[src/include/tzfe_settings.svh]
`ifndef TZFE_SETTINGS_SVH
`define TZFE_SETTINGS_SVH

// pixel and score widths
`define TZFE_COORD_W 10
`define TZFE_SCORE_W 17

// board and table sizes
`define TZFE_CELLS_PER_SIDE 4
`define TZFE_TABLE_DEPTH 8

// board geometry in screen pixels
`define TZFE_BOARD_ORIGIN 15
`define TZFE_TILE_PITCH 115
`define TZFE_TILE_SIZE 100

// side panel layout
`define TZFE_PANEL_X 480
`define TZFE_DIGIT_X 528
`define TZFE_DIGIT_PITCH 17
`define TZFE_DIGIT_W 16
`define TZFE_DIGIT_H 20
`define TZFE_FONT_SCALE 4
`define TZFE_SCORE_Y 110
`define TZFE_TABLE_Y 200
`define TZFE_ROW_PITCH 30

// colours as 12-bit rgb
`define TZFE_COL_EMPTY 12'hCCB
`define TZFE_COL_GAP 12'hBBA
`define TZFE_COL_PANEL 12'hFEC
`define TZFE_COL_INK 12'h776

`endif
[src/design/tzfePkg.sv]
`include "tzfe_settings.svh"

package tzfePkg;

	// one output colour, red in the top nibble
	typedef struct packed {
		logic [3:0] red;
		logic [3:0] green;
		logic [3:0] blue;
	} rgbT;

	// position of the pixel being drawn
	typedef struct packed {
		logic [`TZFE_COORD_W-1:0] x;
		logic [`TZFE_COORD_W-1:0] y;
		logic active;
	} pixelPosT;

	// exponent codes, cell index is column * 4 + row
	typedef logic [`TZFE_CELLS_PER_SIDE*`TZFE_CELLS_PER_SIDE-1:0][3:0] boardT;

	// entry 0 holds the best score
	typedef logic [`TZFE_TABLE_DEPTH-1:0][`TZFE_SCORE_W-1:0] scoreListT;

	typedef struct packed {
		logic hit;
		logic [3:0] exponent;
	} tilePixelT;

	typedef struct packed {
		logic inPanel;
		logic ink;
	} panelPixelT;

	// place 0 is thousands, place 3 is units
	function automatic logic [3:0] decimalDigit(input logic [`TZFE_SCORE_W-1:0] value,
			input logic [1:0] place);
		logic [13:0] shown;
		logic [3:0] digit;
		shown = 14'(value % 10000);
		case (place)
			2'd0: digit = 4'(shown / 1000);
			2'd1: digit = 4'((shown / 100) % 10);
			2'd2: digit = 4'((shown / 10) % 10);
			default: digit = 4'(shown % 10);
		endcase
		return digit;
	endfunction

endpackage

[src/design/tzfeDisplay.sv]
`include "tzfe_settings.svh"
`timescale 1ns/1ps

module tzfeDisplay (
	input logic vga_clk,
	input logic arstN,
	input tzfePkg::pixelPosT pos,
	input tzfePkg::boardT board,
	input logic [`TZFE_SCORE_W-1:0] score,
	input logic gameEnd,
	output tzfePkg::rgbT rgb
);

	tzfePkg::tilePixelT tile;
	tzfePkg::panelPixelT panel;
	tzfePkg::scoreListT entries;

	// first stage, tile lookup
	tileBoard tileBoardInst (
		.vga_clk (vga_clk),
		.arstN (arstN),
		.pos (pos),
		.board (board),
		.tile (tile)
	);

	scoreTable scoreTableInst (
		.vga_clk (vga_clk),
		.arstN (arstN),
		.gameEnd (gameEnd),
		.score (score),
		.entries (entries)
	);

	// first stage, panel text
	digitPanel digitPanelInst (
		.vga_clk (vga_clk),
		.arstN (arstN),
		.pos (pos),
		.score (score),
		.entries (entries),
		.panel (panel)
	);

	// second stage, colour out
	frameCompose frameComposeInst (
		.vga_clk (vga_clk),
		.arstN (arstN),
		.pos (pos),
		.tile (tile),
		.panel (panel),
		.rgb (rgb)
	);

endmodule

[src/design/frameCompose.sv]
`include "tzfe_settings.svh"
`timescale 1ns/1ps

module frameCompose (
	input logic vga_clk,
	input logic arstN,
	input tzfePkg::pixelPosT pos,
	input tzfePkg::tilePixelT tile,
	input tzfePkg::panelPixelT panel,
	output tzfePkg::rgbT rgb
);

	logic activeD;
	tzfePkg::rgbT colour;

	// active lines up with the tile and panel registers
	always_ff @(posedge vga_clk or negedge arstN) begin
		if (!arstN) begin
			activeD <= 1'b0;
		end else begin
			activeD <= pos.active;
		end
	end

	always_comb begin
		if (!activeD) begin
			colour = '0;
		end else if (tile.hit) begin
			if (tile.exponent == 4'd0) begin
				colour = tzfePkg::rgbT'(`TZFE_COL_EMPTY);
			end else begin
				// higher tiles fade from yellow to red
				colour = '{red: 4'hF, green: 4'hF - tile.exponent, blue: 4'h0};
			end
		end else if (panel.ink) begin
			colour = tzfePkg::rgbT'(`TZFE_COL_INK);
		end else if (panel.inPanel) begin
			colour = tzfePkg::rgbT'(`TZFE_COL_PANEL);
		end else begin
			colour = tzfePkg::rgbT'(`TZFE_COL_GAP);
		end
	end

	always_ff @(posedge vga_clk or negedge arstN) begin
		if (!arstN) begin
			rgb <= '0;
		end else begin
			rgb <= colour;
		end
	end

endmodule

[src/design/digitPanel.sv]
`include "tzfe_settings.svh"
`timescale 1ns/1ps

module digitPanel (
	input logic vga_clk,
	input logic arstN,
	input tzfePkg::pixelPosT pos,
	input logic [`TZFE_SCORE_W-1:0] score,
	input tzfePkg::scoreListT entries,
	output tzfePkg::panelPixelT panel
);

	localparam int ROWS = `TZFE_TABLE_DEPTH + 1;
	localparam int ROW_W = $clog2(ROWS);
	localparam int ENTRY_W = $clog2(`TZFE_TABLE_DEPTH);
	localparam int GLYPH_W = `TZFE_DIGIT_W / `TZFE_FONT_SCALE;
	localparam int GLYPH_H = `TZFE_DIGIT_H / `TZFE_FONT_SCALE;

	logic rowHit;
	logic colHit;
	logic [ROW_W-1:0] rowIdx;
	logic [1:0] colIdx;
	logic [`TZFE_COORD_W-1:0] xOff;
	logic [`TZFE_COORD_W-1:0] yOff;
	logic [1:0] fx;
	logic [2:0] fy;
	logic [`TZFE_SCORE_W-1:0] value;
	logic [3:0] digit;
	logic [GLYPH_W*GLYPH_H-1:0] glyph;
	tzfePkg::panelPixelT panelNext;

	// 4x5 font, top row in the high nibble, left pixel in the msb
	function automatic logic [GLYPH_W*GLYPH_H-1:0] glyphOf(input logic [3:0] d);
		case (d)
			4'd0: return 20'hF999F;
			4'd1: return 20'h26227;
			4'd2: return 20'hF1F8F;
			4'd3: return 20'hF171F;
			4'd4: return 20'h99F11;
			4'd5: return 20'hF8F1F;
			4'd6: return 20'hF8F9F;
			4'd7: return 20'hF1244;
			4'd8: return 20'hF9F9F;
			4'd9: return 20'hF9F1F;
			default: return '0;
		endcase
	endfunction

	// row 0 is the current score, rows 1 to 8 the table
	always_comb begin
		int top;
		rowHit = 1'b0;
		rowIdx = '0;
		yOff = '0;
		for (int r = 0; r < ROWS; r++) begin
			top = (r == 0) ? `TZFE_SCORE_Y : `TZFE_TABLE_Y + (r - 1) * `TZFE_ROW_PITCH;
			if (int'(pos.y) >= top && int'(pos.y) < top + `TZFE_DIGIT_H) begin
				rowHit = 1'b1;
				rowIdx = ROW_W'(r);
				yOff = pos.y - `TZFE_COORD_W'(top);
			end
		end
	end

	always_comb begin
		int left;
		colHit = 1'b0;
		colIdx = '0;
		xOff = '0;
		for (int c = 0; c < 4; c++) begin
			left = `TZFE_DIGIT_X + c * `TZFE_DIGIT_PITCH;
			if (int'(pos.x) >= left && int'(pos.x) < left + `TZFE_DIGIT_W) begin
				colHit = 1'b1;
				colIdx = 2'(c);
				xOff = pos.x - `TZFE_COORD_W'(left);
			end
		end
	end

	always_comb begin
		int bitIdx;
		value = (rowIdx == '0) ? score : entries[ENTRY_W'(rowIdx - 1'b1)];
		digit = tzfePkg::decimalDigit(value, colIdx);
		glyph = glyphOf(digit);
		// scale screen offset down to font pixels
		fx = 2'(xOff / `TZFE_FONT_SCALE);
		fy = 3'(yOff / `TZFE_FONT_SCALE);
		bitIdx = GLYPH_W * GLYPH_H - 1 - GLYPH_W * int'(fy) - int'(fx);
		panelNext.inPanel = pos.x >= `TZFE_COORD_W'(`TZFE_PANEL_X);
		panelNext.ink = rowHit && colHit && glyph[bitIdx];
	end

	always_ff @(posedge vga_clk or negedge arstN) begin
		if (!arstN) begin
			panel <= '0;
		end else begin
			panel <= panelNext;
		end
	end

	// digits must stay inside the panel
	assert property (@(posedge vga_clk) disable iff (!arstN) panel.ink |-> panel.inPanel);

endmodule

[src/design/scoreTable.sv]
`include "tzfe_settings.svh"
`timescale 1ns/1ps

module scoreTable (
	input logic vga_clk,
	input logic arstN,
	input logic gameEnd,
	input logic [`TZFE_SCORE_W-1:0] score,
	output tzfePkg::scoreListT entries
);

	localparam int DEPTH = `TZFE_TABLE_DEPTH;

	logic [DEPTH-1:0] above;
	logic [DEPTH-1:0] prevAbove;
	logic [DEPTH-1:0] match;
	logic doInsert;
	logic ordered;
	tzfePkg::scoreListT shifted;
	tzfePkg::scoreListT nextEntries;

	always_comb begin
		for (int i = 0; i < DEPTH; i++) begin
			above[i] = score > entries[i];
			match[i] = score == entries[i];
		end
		// first slot where the new score wins is where it lands
		prevAbove = {above[DEPTH-2:0], 1'b0};
		shifted = {entries[DEPTH-2:0], score};
		doInsert = gameEnd && above[DEPTH-1] && !(|match);
		for (int i = 0; i < DEPTH; i++) begin
			if (prevAbove[i]) begin
				nextEntries[i] = shifted[i];
			end else if (above[i]) begin
				nextEntries[i] = score;
			end else begin
				nextEntries[i] = entries[i];
			end
		end
	end

	always_ff @(posedge vga_clk or negedge arstN) begin
		if (!arstN) begin
			entries <= '0;
		end else if (doInsert) begin
			entries <= nextEntries;
		end
	end

	always_comb begin
		ordered = 1'b1;
		for (int i = 1; i < DEPTH; i++) begin
			if (entries[i] > entries[i-1]) begin
				ordered = 1'b0;
			end
		end
	end

	// insertions must keep the table sorted best first
	assert property (@(posedge vga_clk) disable iff (!arstN) ordered);

endmodule

[src/design/tileBoard.sv]
`include "tzfe_settings.svh"
`timescale 1ns/1ps

module tileBoard (
	input logic vga_clk,
	input logic arstN,
	input tzfePkg::pixelPosT pos,
	input tzfePkg::boardT board,
	output tzfePkg::tilePixelT tile
);

	localparam int CELLS = `TZFE_CELLS_PER_SIDE;
	localparam int IDX_W = $clog2(CELLS);
	localparam int ORIGIN = `TZFE_BOARD_ORIGIN;
	localparam int PITCH = `TZFE_TILE_PITCH;
	localparam int SIZE = `TZFE_TILE_SIZE;

	logic colHit;
	logic rowHit;
	logic [IDX_W-1:0] col;
	logic [IDX_W-1:0] row;
	logic [2*IDX_W-1:0] cellIdx;
	tzfePkg::tilePixelT tileNext;

	// returns {hit, index} for one axis, gaps give no hit
	function automatic logic [IDX_W:0] axisLookup(input logic [`TZFE_COORD_W-1:0] coord);
		logic [IDX_W:0] found;
		int start;
		found = '0;
		for (int i = 0; i < CELLS; i++) begin
			start = ORIGIN + PITCH * i;
			if (int'(coord) >= start && int'(coord) < start + SIZE) begin
				found = {1'b1, IDX_W'(i)};
			end
		end
		return found;
	endfunction

	always_comb begin
		{colHit, col} = axisLookup(pos.x);
		{rowHit, row} = axisLookup(pos.y);
		// column major, matching the game logic's board order
		cellIdx = {col, row};
		tileNext.hit = colHit && rowHit;
		tileNext.exponent = tileNext.hit ? board[cellIdx] : 4'd0;
	end

	always_ff @(posedge vga_clk or negedge arstN) begin
		if (!arstN) begin
			tile <= '0;
		end else begin
			tile <= tileNext;
		end
	end

endmodule

[config.mk]
export PLATFORM = sky130hd
export DESIGN_NAME = tzfeDisplay
export DESIGN_NICKNAME = d
export VERILOG_FILES = /design/src/design/tzfePkg.sv /design/src/design/tzfeDisplay.sv /design/src/design/frameCompose.sv /design/src/design/digitPanel.sv /design/src/design/scoreTable.sv /design/src/design/tileBoard.sv
export VERILOG_INCLUDE_DIRS = /design/src /design/src/include
export SDC_FILE = /design/constraint.sdc
export NUM_CORES = 1
export LEC_CHECK = 0
export BUFFER_PORTS_ARGS = -buffer_cell sky130_fd_sc_hd__buf_2
export CORE_ASPECT_RATIO = 1.2
export CORE_MARGIN = 4
export CORE_UTILIZATION = 30
export CTS_CLUSTER_SIZE = 14
export DETAILED_ROUTE_END_ITERATION = 16
export SLEW_MARGIN = 5
export SYNTH_ARGS = -nofsm -noshare
export SYNTH_HDL_FRONTEND = slang
export SYNTH_SLANG_ARGS = --single-unit
[constraint.sdc]
create_clock -name vga_clk -period 55.1 [get_ports vga_clk]
set_input_delay 11.02 -clock vga_clk [delete_from_list [all_inputs] [get_ports vga_clk]]
set_output_delay 11.02 -clock vga_clk [all_outputs]
set_load 0.02 [all_outputs]
==> results.cfg, run 1 <==
[run]
max_cap_viol_count = 0

[logic_synthesis]
yosysTopAreaCell = dfrtp_1
syn_inst = 2818
seq_area_frac_synth = 0.177
synth_area_mm2 = 0.0219
synth_area_leaders = dfrtp_1 18%, ha_1 13%, mux2i_1 8.2%
async_flop_share = 1.00
yosys_warnings = 0
synth.net_count = 3145
ys.flop_type = dfrtp_1
synth-edff-count = 0
netlist-cell-type-count = 129
synth_top_area_share = 0.177
avgSynthCellArea_um2 = 7.76
ys_ff_latch = 155

[clock_tree]
root_buffer = clkbuf_16
htreeDepth = 4
cts_made_buffers = 17
post_cts_buffers = 0
cts_tree = yes
postCtsHoldBufs = 0
cts_sinks = 155
worstSkewPairLatency_ps = 450
cts_resized = 0
cts.path.max_buffers = 2
clkSlewWorstSetupHoldPaths_ps = 70

[critical_path]
critPathRequiredTime_ps = 55440
crit_cells = 141
critPathKind = input pin to flip-flop
worst_path_max_delay_cell = nand2_1
critPathBufInv = 6
r2r_slack_ps = 22960
cp_max_fo = 23
start_kind = input pin
crit_top_cell = ha_1
ff2ff_path_depth = 132
crit_family = compound AO/OA/AOI/OAI gates
crit_arrival_ps = 46270
slowest_delay_ps = 670
endpoint_kind = flip-flop

[timing]
setup_violations = 0
relSlewSlack = 0.224
final.period_utilization = 0.834
rsz0062_at_grt = false
worst_pin_slew_ps = 1160
fmax_ghz = 0.0218
period_minus_slack_ps = 45930
finClkSkew_ps = 9.57
maxSlewViolCount = 0
fin_setup_tns_ps = 0
hold_viol_final = 0

[die]
initial_core_util = 0.303
coreArea_mm2 = 0.0723
die-area_mm2 = 0.0773
ios = 117
fp-row-count = 108
die_h_um = 304
die_w_um = 255

[route]
wl_met1_mm = 29.9
wl_met2_mm = 34.3
viasPerCell = 5.65
wl_per_cell_um = 18.0
drtPass1Iterations = 5
wl_met3_mm = 2.38
dr.first_iter.drc_count = 1468
drt-total-wl_mm = 68.2
top_layer_used = met4
drc = 0
drtAntennaViolNets = 0
num_vias = 21500

[place]
detailed_place_hpwl_mm = 52.8
place_congestion = 0.939
io_buffer_count = 116

[layout]
nNetsFinal = 3179
n_antenna_cell = 0
drive_gt1_frac = 0.116
synthToLayoutAreaGrowth_pct = 9.89

[min_path]
min_path_type = flip-flop to flip-flop
holdPathStages = 1

[global_route]
grt_max_degree = 102
grt_use_total = 0.171
antenna_found_initial = 2
grt_pass1_wl_mm = 110
grt_pass1_vias = 20600
grt-ovfl-total = 0

[outcome]
status = completed
[flip-flops by register name, summed over array words and instances, names as in the netlist]
register,flops
frameComposeInst.activeD,1
scoreTableInst.entries,136
digitPanelInst.panel,2
frameComposeInst.rgb,11
tileBoardInst.tile,5
[worst paths after layout]
check	endpoint	from
worst min register to register	frameComposeInst.rgb[4]	tileBoardInst.tile[0]
worst min-delay path	frameComposeInst.rgb[4]	tileBoardInst.tile[0]
worst max register to register	digitPanelInst.panel[0]	scoreTableInst.entries[110]
max in group asynchronous	frameComposeInst.activeD	arstN
min in group asynchronous	scoreTableInst.entries[20]	arstN
worst max-delay path	digitPanelInst.panel[0]	pos[4]
[per-layer routing]
layer	vias up	track usage
met5	-	0
met4	0	0.0499
met3	100	0.0164
met2	518	0.304
met1	10300	0.219
li1	10600	-
[Yosys cell counts, types with 23 or more instances]
library cell / n
clkbuf_1: 100
nand2b_1: 43
nor4_1: 24
nor2_1: 165
ha_1: 222
mux2i_1: 180
inv_1: 197
a211oi_1: 46
a21o_1: 66
mux2_2: 29
nor2b_1: 33
nor3_1: 73
nand3_1: 49
mux4_2: 23
a31oi_1: 40
and3_1: 38
dfrtp_1: 155
xnor2_1: 43
a21oi_1: 154
o21ai_0: 239
o21a_1: 30
nand2_1: 325
nand4_1: 42
or3_1: 29
[placed cells by master, fill, tap and decap left out, types with 23 or more instances in the layout]
| master | netlist | layout |
|---|---|---|
| a211oi_1 | 46 | 46 |
| o21ai_0 | 239 | 239 |
| nand2_1 | 325 | 325 |
| a21oi_1 | 154 | 154 |
| nand3_1 | 49 | 49 |
| nor4_1 | 24 | 24 |
| dfrtp_1 | 155 | 155 |
| nor2_1 | 165 | 160 |
| nor3_1 | 73 | 72 |
| mux2i_1 | 180 | 180 |
| or3_1 | 29 | 29 |
| xnor2_1 | 43 | 43 |
| nand4_1 | 42 | 42 |
| inv_1 | 197 | 197 |
| ha_1 | 222 | 220 |
| a21o_1 | 66 | 66 |
| nor2b_1 | 33 | 33 |
| buf_4 | 7 | 29 |
| mux4_2 | 23 | 23 |
| a31oi_1 | 40 | 40 |
| mux2_2 | 29 | 29 |
| and3_1 | 38 | 38 |
| nand2b_1 | 43 | 43 |
| o21a_1 | 30 | 30 |
| buf_2 | 10 | 115 |
[cell type report]
| cell class | count | area (um2) |
|---|---|---|
| multi-input cells | 2335 | 16800 |
| well taps | 935 | 1170 |
| repair buffers | 145 | 805 |
| flip-flops and latches | 155 | 3880 |
| clock buffers | 20 | 447 |
| fillers | 7611 | 48300 |
| inverters | 198 | 743 |
| clock inverters | 11 | 218 |
[metrics by stage]
step	worst slack (ps)	area [um2]	util	cells	hold slack, ps
after global placement	10110	23400	0.323	3768	464
after global routing	5490	24000	0.333	3799	518
after CTS	9480	24000	0.332	3799	488
final	9170	24000	0.333	3799	484
after detailed placement	9040	23400	0.323	3768	470
after floorplan	13830	21900	-	2818	436
[cell families (layout without fill, tap and decap cells)]
| logic type | Yosys count | count (layout) | synth area share |
|---|---|---|---|
| buf+inv | 328 | 374 | 0.0584 |
| other cells | 1 | 1 | 0.000171 |
| xor+xnor | 61 | 61 | 0.0244 |
| simple gates | 930 | 930 | 0.215 |
| flops | 155 | 155 | 0.177 |
| mux | 236 | 236 | 0.124 |
| fa+ha+maj | 223 | 223 | 0.127 |
| compound gates | 884 | 884 | 0.274 |
Power of run 1 is left out: the tool's default activity adds up to more than one toggle a clock period on the data nets, which glitch-free logic cannot reach.
==> run 2, diff against run 1 <==
Clock period 55.1 ns to 43.6 ns, I/O delays scaled along.
==> run 2 against run 1 <==
  * Die area is the same
  * Non-clock buffer count rose by 10
  * Count of clock-buffer cells in the layout increased by 2
  * Utilization is 0.24 points higher
  * Register-to-register slack lost 9700 ps
  * Clock skew up 2.3 ps
  * Critical path type unchanged
  * Critical endpoint unchanged
  * Highest routed layer unchanged
==> results.cfg, run 2 (synthesis gave the netlist of run 1 again) <==
[layout]
final_common_cell = nand2_1
largest_reg_flops = 136
drive_gt1_frac = 0.127
top_register = scoreTableInst.entries
nNetsFinal = 3189
reg_top3 = scoreTableInst.entries: 136 flops, frameComposeInst.rgb: 11 flops, tileBoardInst.tile: 5 flops
n_antenna_cell = 0
synthToLayoutAreaGrowth_pct = 10.7
final_cell_mix = 324 x nand2_1, 238 x o21ai_0, 220 x ha_1, 197 x inv_1, 178 x mux2i_1

[timing]
fin_setup_tns_ps = 0
fmax_ghz = 0.0243
period_minus_slack_ps = 41090
finClkSkew_ps = 11.9
maxSlewViolCount = 0
setup_ws_ps = 2510
hold_viol_final = 0
setup_violations = 0
hold_ws_ps = 494
worst_pin_slew_ps = 1170
final.period_utilization = 0.942
relSlewSlack = 0.222

[clock_tree]
clkSlewWorstSetupHoldPaths_ps = 70
root_buffer = clkbuf_16
cts_made_buffers = 17
cts_tree = yes
postCtsHoldBufs = 0
worstSkewPairLatency_ps = 460
cts.path.max_buffers = 2
cts_sinks = 155
htreeDepth = 4

[die]
coreArea_mm2 = 0.0723
die-area_mm2 = 0.0773
die_h_um = 304
initial_core_util = 0.303
ios = 117
die_w_um = 255
fp-row-count = 108

[critical_path]
crit_family = compound AO/OA/AOI/OAI gates
r2r_slack_ps = 13250
crit_arrival_ps = 41440
reg2reg_to = digitPanelInst.panel[0]
critPathRequiredTime_ps = 43950
startpoint = pos[5]
worst_path_max_delay_cell = a2111oi_4
reg2reg_from = scoreTableInst.entries[110]
critPathKind = input pin to flip-flop
slowest_delay_ps = 530
critPathBufInv = 8
ff2ff_path_depth = 135
start_kind = input pin
crit_top_cell = ha_1
endpoint_kind = flip-flop
cp_max_fo = 31

[route]
drt-total-wl_mm = 68.3
dr.first_iter.drc_count = 1515
viasPerCell = 5.63
num_vias = 21400
drtAntennaViolNets = 0
drtPass1Iterations = 5
drc = 0
wl_per_cell_um = 17.9

[global_route]
grt_pass1_vias = 20800
grtUsageMet2 = 0.312
grt-busiest-layer = met2
antenna_found_initial = 2
met1_usage = 0.215
grt_use_met3 = 0.0122
grt_max_degree = 99
grt_pass1_wl_mm = 110
grt_use_total = 0.171
grt-ovfl-total = 0

[min_path]
min-delay-start = tileBoardInst.tile[1]
hold_end = frameComposeInst.rgb[5]
min_path_type = flip-flop to flip-flop
holdPathStages = 1

[place]
io_buffer_count = 116
pre_cts_slack_ps = 318
place_congestion = 0.945
detailed_place_hpwl_mm = 53.1

[run]
max_cap_viol_count = 0

[outcome]
status = completed
run 2: changes by cell type in the layout (fill, tap and decap cells not counted), moves of 3 or more:
cell and change:
bufinv_16 -3, nor2_1 -3, buf_4 +8, clkinvlp_4 +3
run 2: per-layer routing:
layer,wire length [um],part of all wire
met5,0,0
met4,1420,0.021
met3,2050,0.030
met2,35000,0.51
met1,29800,0.44
run 2: area by class of cell:
cell class              instances  area (um2)
clock buffers                  22         464
flip-flops and latches        155        3880
multi-input cells            2335       16900
inverters                     198         743
clock inverters                10         141
repair buffers                155         887
well taps                     935        1170
fillers                      7707       48100
run 2: metrics by stage:
step	utilization	area, um2	instances
after floorplan	-	21900	2818
after global placement	0.324	23400	3773
after detailed placement	0.324	23400	3773
after CTS	0.332	24000	3805
after global routing	0.335	24200	3810
final	0.335	24200	3810
run 2: repair_timing:
action                                  CTS  global route
setup buffers                             0             4
endpoints found under the setup margin    0             1
gates resized for setup                   0            41
run 2: how the worst max path moves through the flow:
stage | slack [ps] | end | cells after the start
finish | 2510 | digitPanelInst.panel[0] | 144
global route | -150 | digitPanelInst.panel[0] | 148
CTS | 660 | digitPanelInst.panel[0] | 143
detailed placement | 320 | digitPanelInst.panel[0] | 141
global placement | 1360 | digitPanelInst.panel[0] | 143
floorplan | 4630 | digitPanelInst.panel[0] | 150
Power of run 2 is left out for the same reason.
==> run 3, diff against run 2 <==
Settings changed: MAX_ROUTING_LAYER set to met4.
==> run 3 against run 2 <==
  * Worst setup slack gained 210 ps
  * Design area shrank 0.13%
  * Hold slack lost 23 ps
  * Maximum frequency grew 0.51%
  * Sequential share of layout area is essentially flat
  * Critical path type unchanged
  * Largest cell class unchanged
  * Highest routed layer unchanged
==> results.cfg, run 3 (synthesis gave the netlist of run 1 again) <==
[outcome]
status = completed

[timing]
setup_violations = 0
hold_viol_final = 0
worst_pin_slew_ps = 1230
hold_ws_ps = 472
relSlewSlack = 0.181
finClkSkew_ps = 11.5
rsz0062_at_grt = false
fmax_ghz = 0.0245
maxSlewViolCount = 0
final.period_utilization = 0.938
period_minus_slack_ps = 40880
fin_setup_tns_ps = 0

[layout]
reg_top3 = scoreTableInst.entries: 136 flops, frameComposeInst.rgb: 11 flops, tileBoardInst.tile: 5 flops
nNetsFinal = 3187
drive_gt1_frac = 0.128
largest_reg_flops = 136
n_antenna_cell = 0
final_cell_mix = 324 x nand2_1, 238 x o21ai_0, 219 x ha_1, 197 x inv_1, 177 x mux2i_1
final_common_cell = nand2_1
top_register = scoreTableInst.entries
synthToLayoutAreaGrowth_pct = 10.6

[clock_tree]
root_buffer = clkbuf_16
cts.path.max_buffers = 2
cts_made_buffers = 17
worstSkewPairLatency_ps = 450
cts_sinks = 155
cts_tree = yes
postCtsHoldBufs = 0
clkSlewWorstSetupHoldPaths_ps = 70
htreeDepth = 4

[die]
die_h_um = 304
die_w_um = 255
initial_core_util = 0.303
ios = 117
die-area_mm2 = 0.0773
fp-row-count = 108
coreArea_mm2 = 0.0723

[global_route]
antenna_found_initial = 0
grt_max_degree = 83
grt_use_total = 0.175
grt_pass1_wl_mm = 110
grt-ovfl-total = 0
grt_pass1_vias = 20500

[route]
drt-total-wl_mm = 67.9
drtPass1Iterations = 6
num_vias = 21500
drtAntennaViolNets = 0
dr.first_iter.drc_count = 1697
drc = 0
wl_per_cell_um = 17.8
viasPerCell = 5.64

[critical_path]
critPathRequiredTime_ps = 43940
cp_max_fo = 54
crit_arrival_ps = 41220
crit_family = compound AO/OA/AOI/OAI gates
endpoint_kind = flip-flop
crit_top_cell = ha_1
worst_path_max_delay_cell = a2111oi_4
critPathKind = input pin to flip-flop
critPathBufInv = 7
start_kind = input pin
slowest_delay_ps = 500

[min_path]
min_path_type = flip-flop to flip-flop

[place]
detailed_place_hpwl_mm = 52.8
place_congestion = 0.907
io_buffer_count = 116

[run]
max_cap_viol_count = 0
[run 3: cell types whose count changed in the layout (fill, tap and decap cells not counted), sizes merged]
cell and delta:
clkinvlp -4, buf -2, inv +1, bufinv -2
clkinv +6, clkbuf -2
[run 3: final timing paths]
check,from,to,slack (ps),cells past startpoint
hold / removal,tileBoardInst.tile[0],frameComposeInst.rgb[4],470,1
max in group asynchronous,arstN,digitPanelInst.panel[1],33720,2
hold reg to reg,tileBoardInst.tile[0],frameComposeInst.rgb[4],470,1
setup reg to reg,scoreTableInst.entries[77],digitPanelInst.panel[0],13460,134
min in group asynchronous,arstN,scoreTableInst.entries[2],8330,1
setup / recovery,pos[5],digitPanelInst.panel[0],2720,143
[run 3: per-stage QoR]
stage	cell area, um2	utilization	worst slack [ps]	cells
after floorplan	21900	-	4630	2818
after global placement	23400	0.323	1130	3769
after detailed placement	23400	0.323	66.8	3769
after CTS	23900	0.331	462	3800
after global routing	24200	0.335	2.38	3807
final	24200	0.335	2720	3807
[run 3: per-layer routing]
| metal | vias to the layer above | wire length [um] | track usage |
|---|---|---|---|
| met3 | 78 | 2060 | 0.0133 |
| li1 | 10600 | - | - |
| met1 | 10300 | 30000 | 0.219 |
| met2 | 456 | 34700 | 0.307 |
| met5 | - | 0 | - |
| met4 | 0 | 1170 | 0.0382 |
[run 3: final cells by class]
cell class              instances  area (um2)
fillers                      7735       48100
multi-input cells            2335       17000
flip-flops and latches        155        3880
well taps                     935        1170
repair buffers                153         881
inverters                     198         743
clock buffers                  20         447
clock inverters                11        97.6
[run 3: what timing repair did]
| item | CTS | global route |
|---|---|---|
| hold endpoints to repair | 0 | 0 |
| setup buffers | 0 | 7 |
| setup endpoints to repair | 0 | 1 |
| gates resized for setup | 0 | 50 |
Power of run 3 is left out for the same reason.
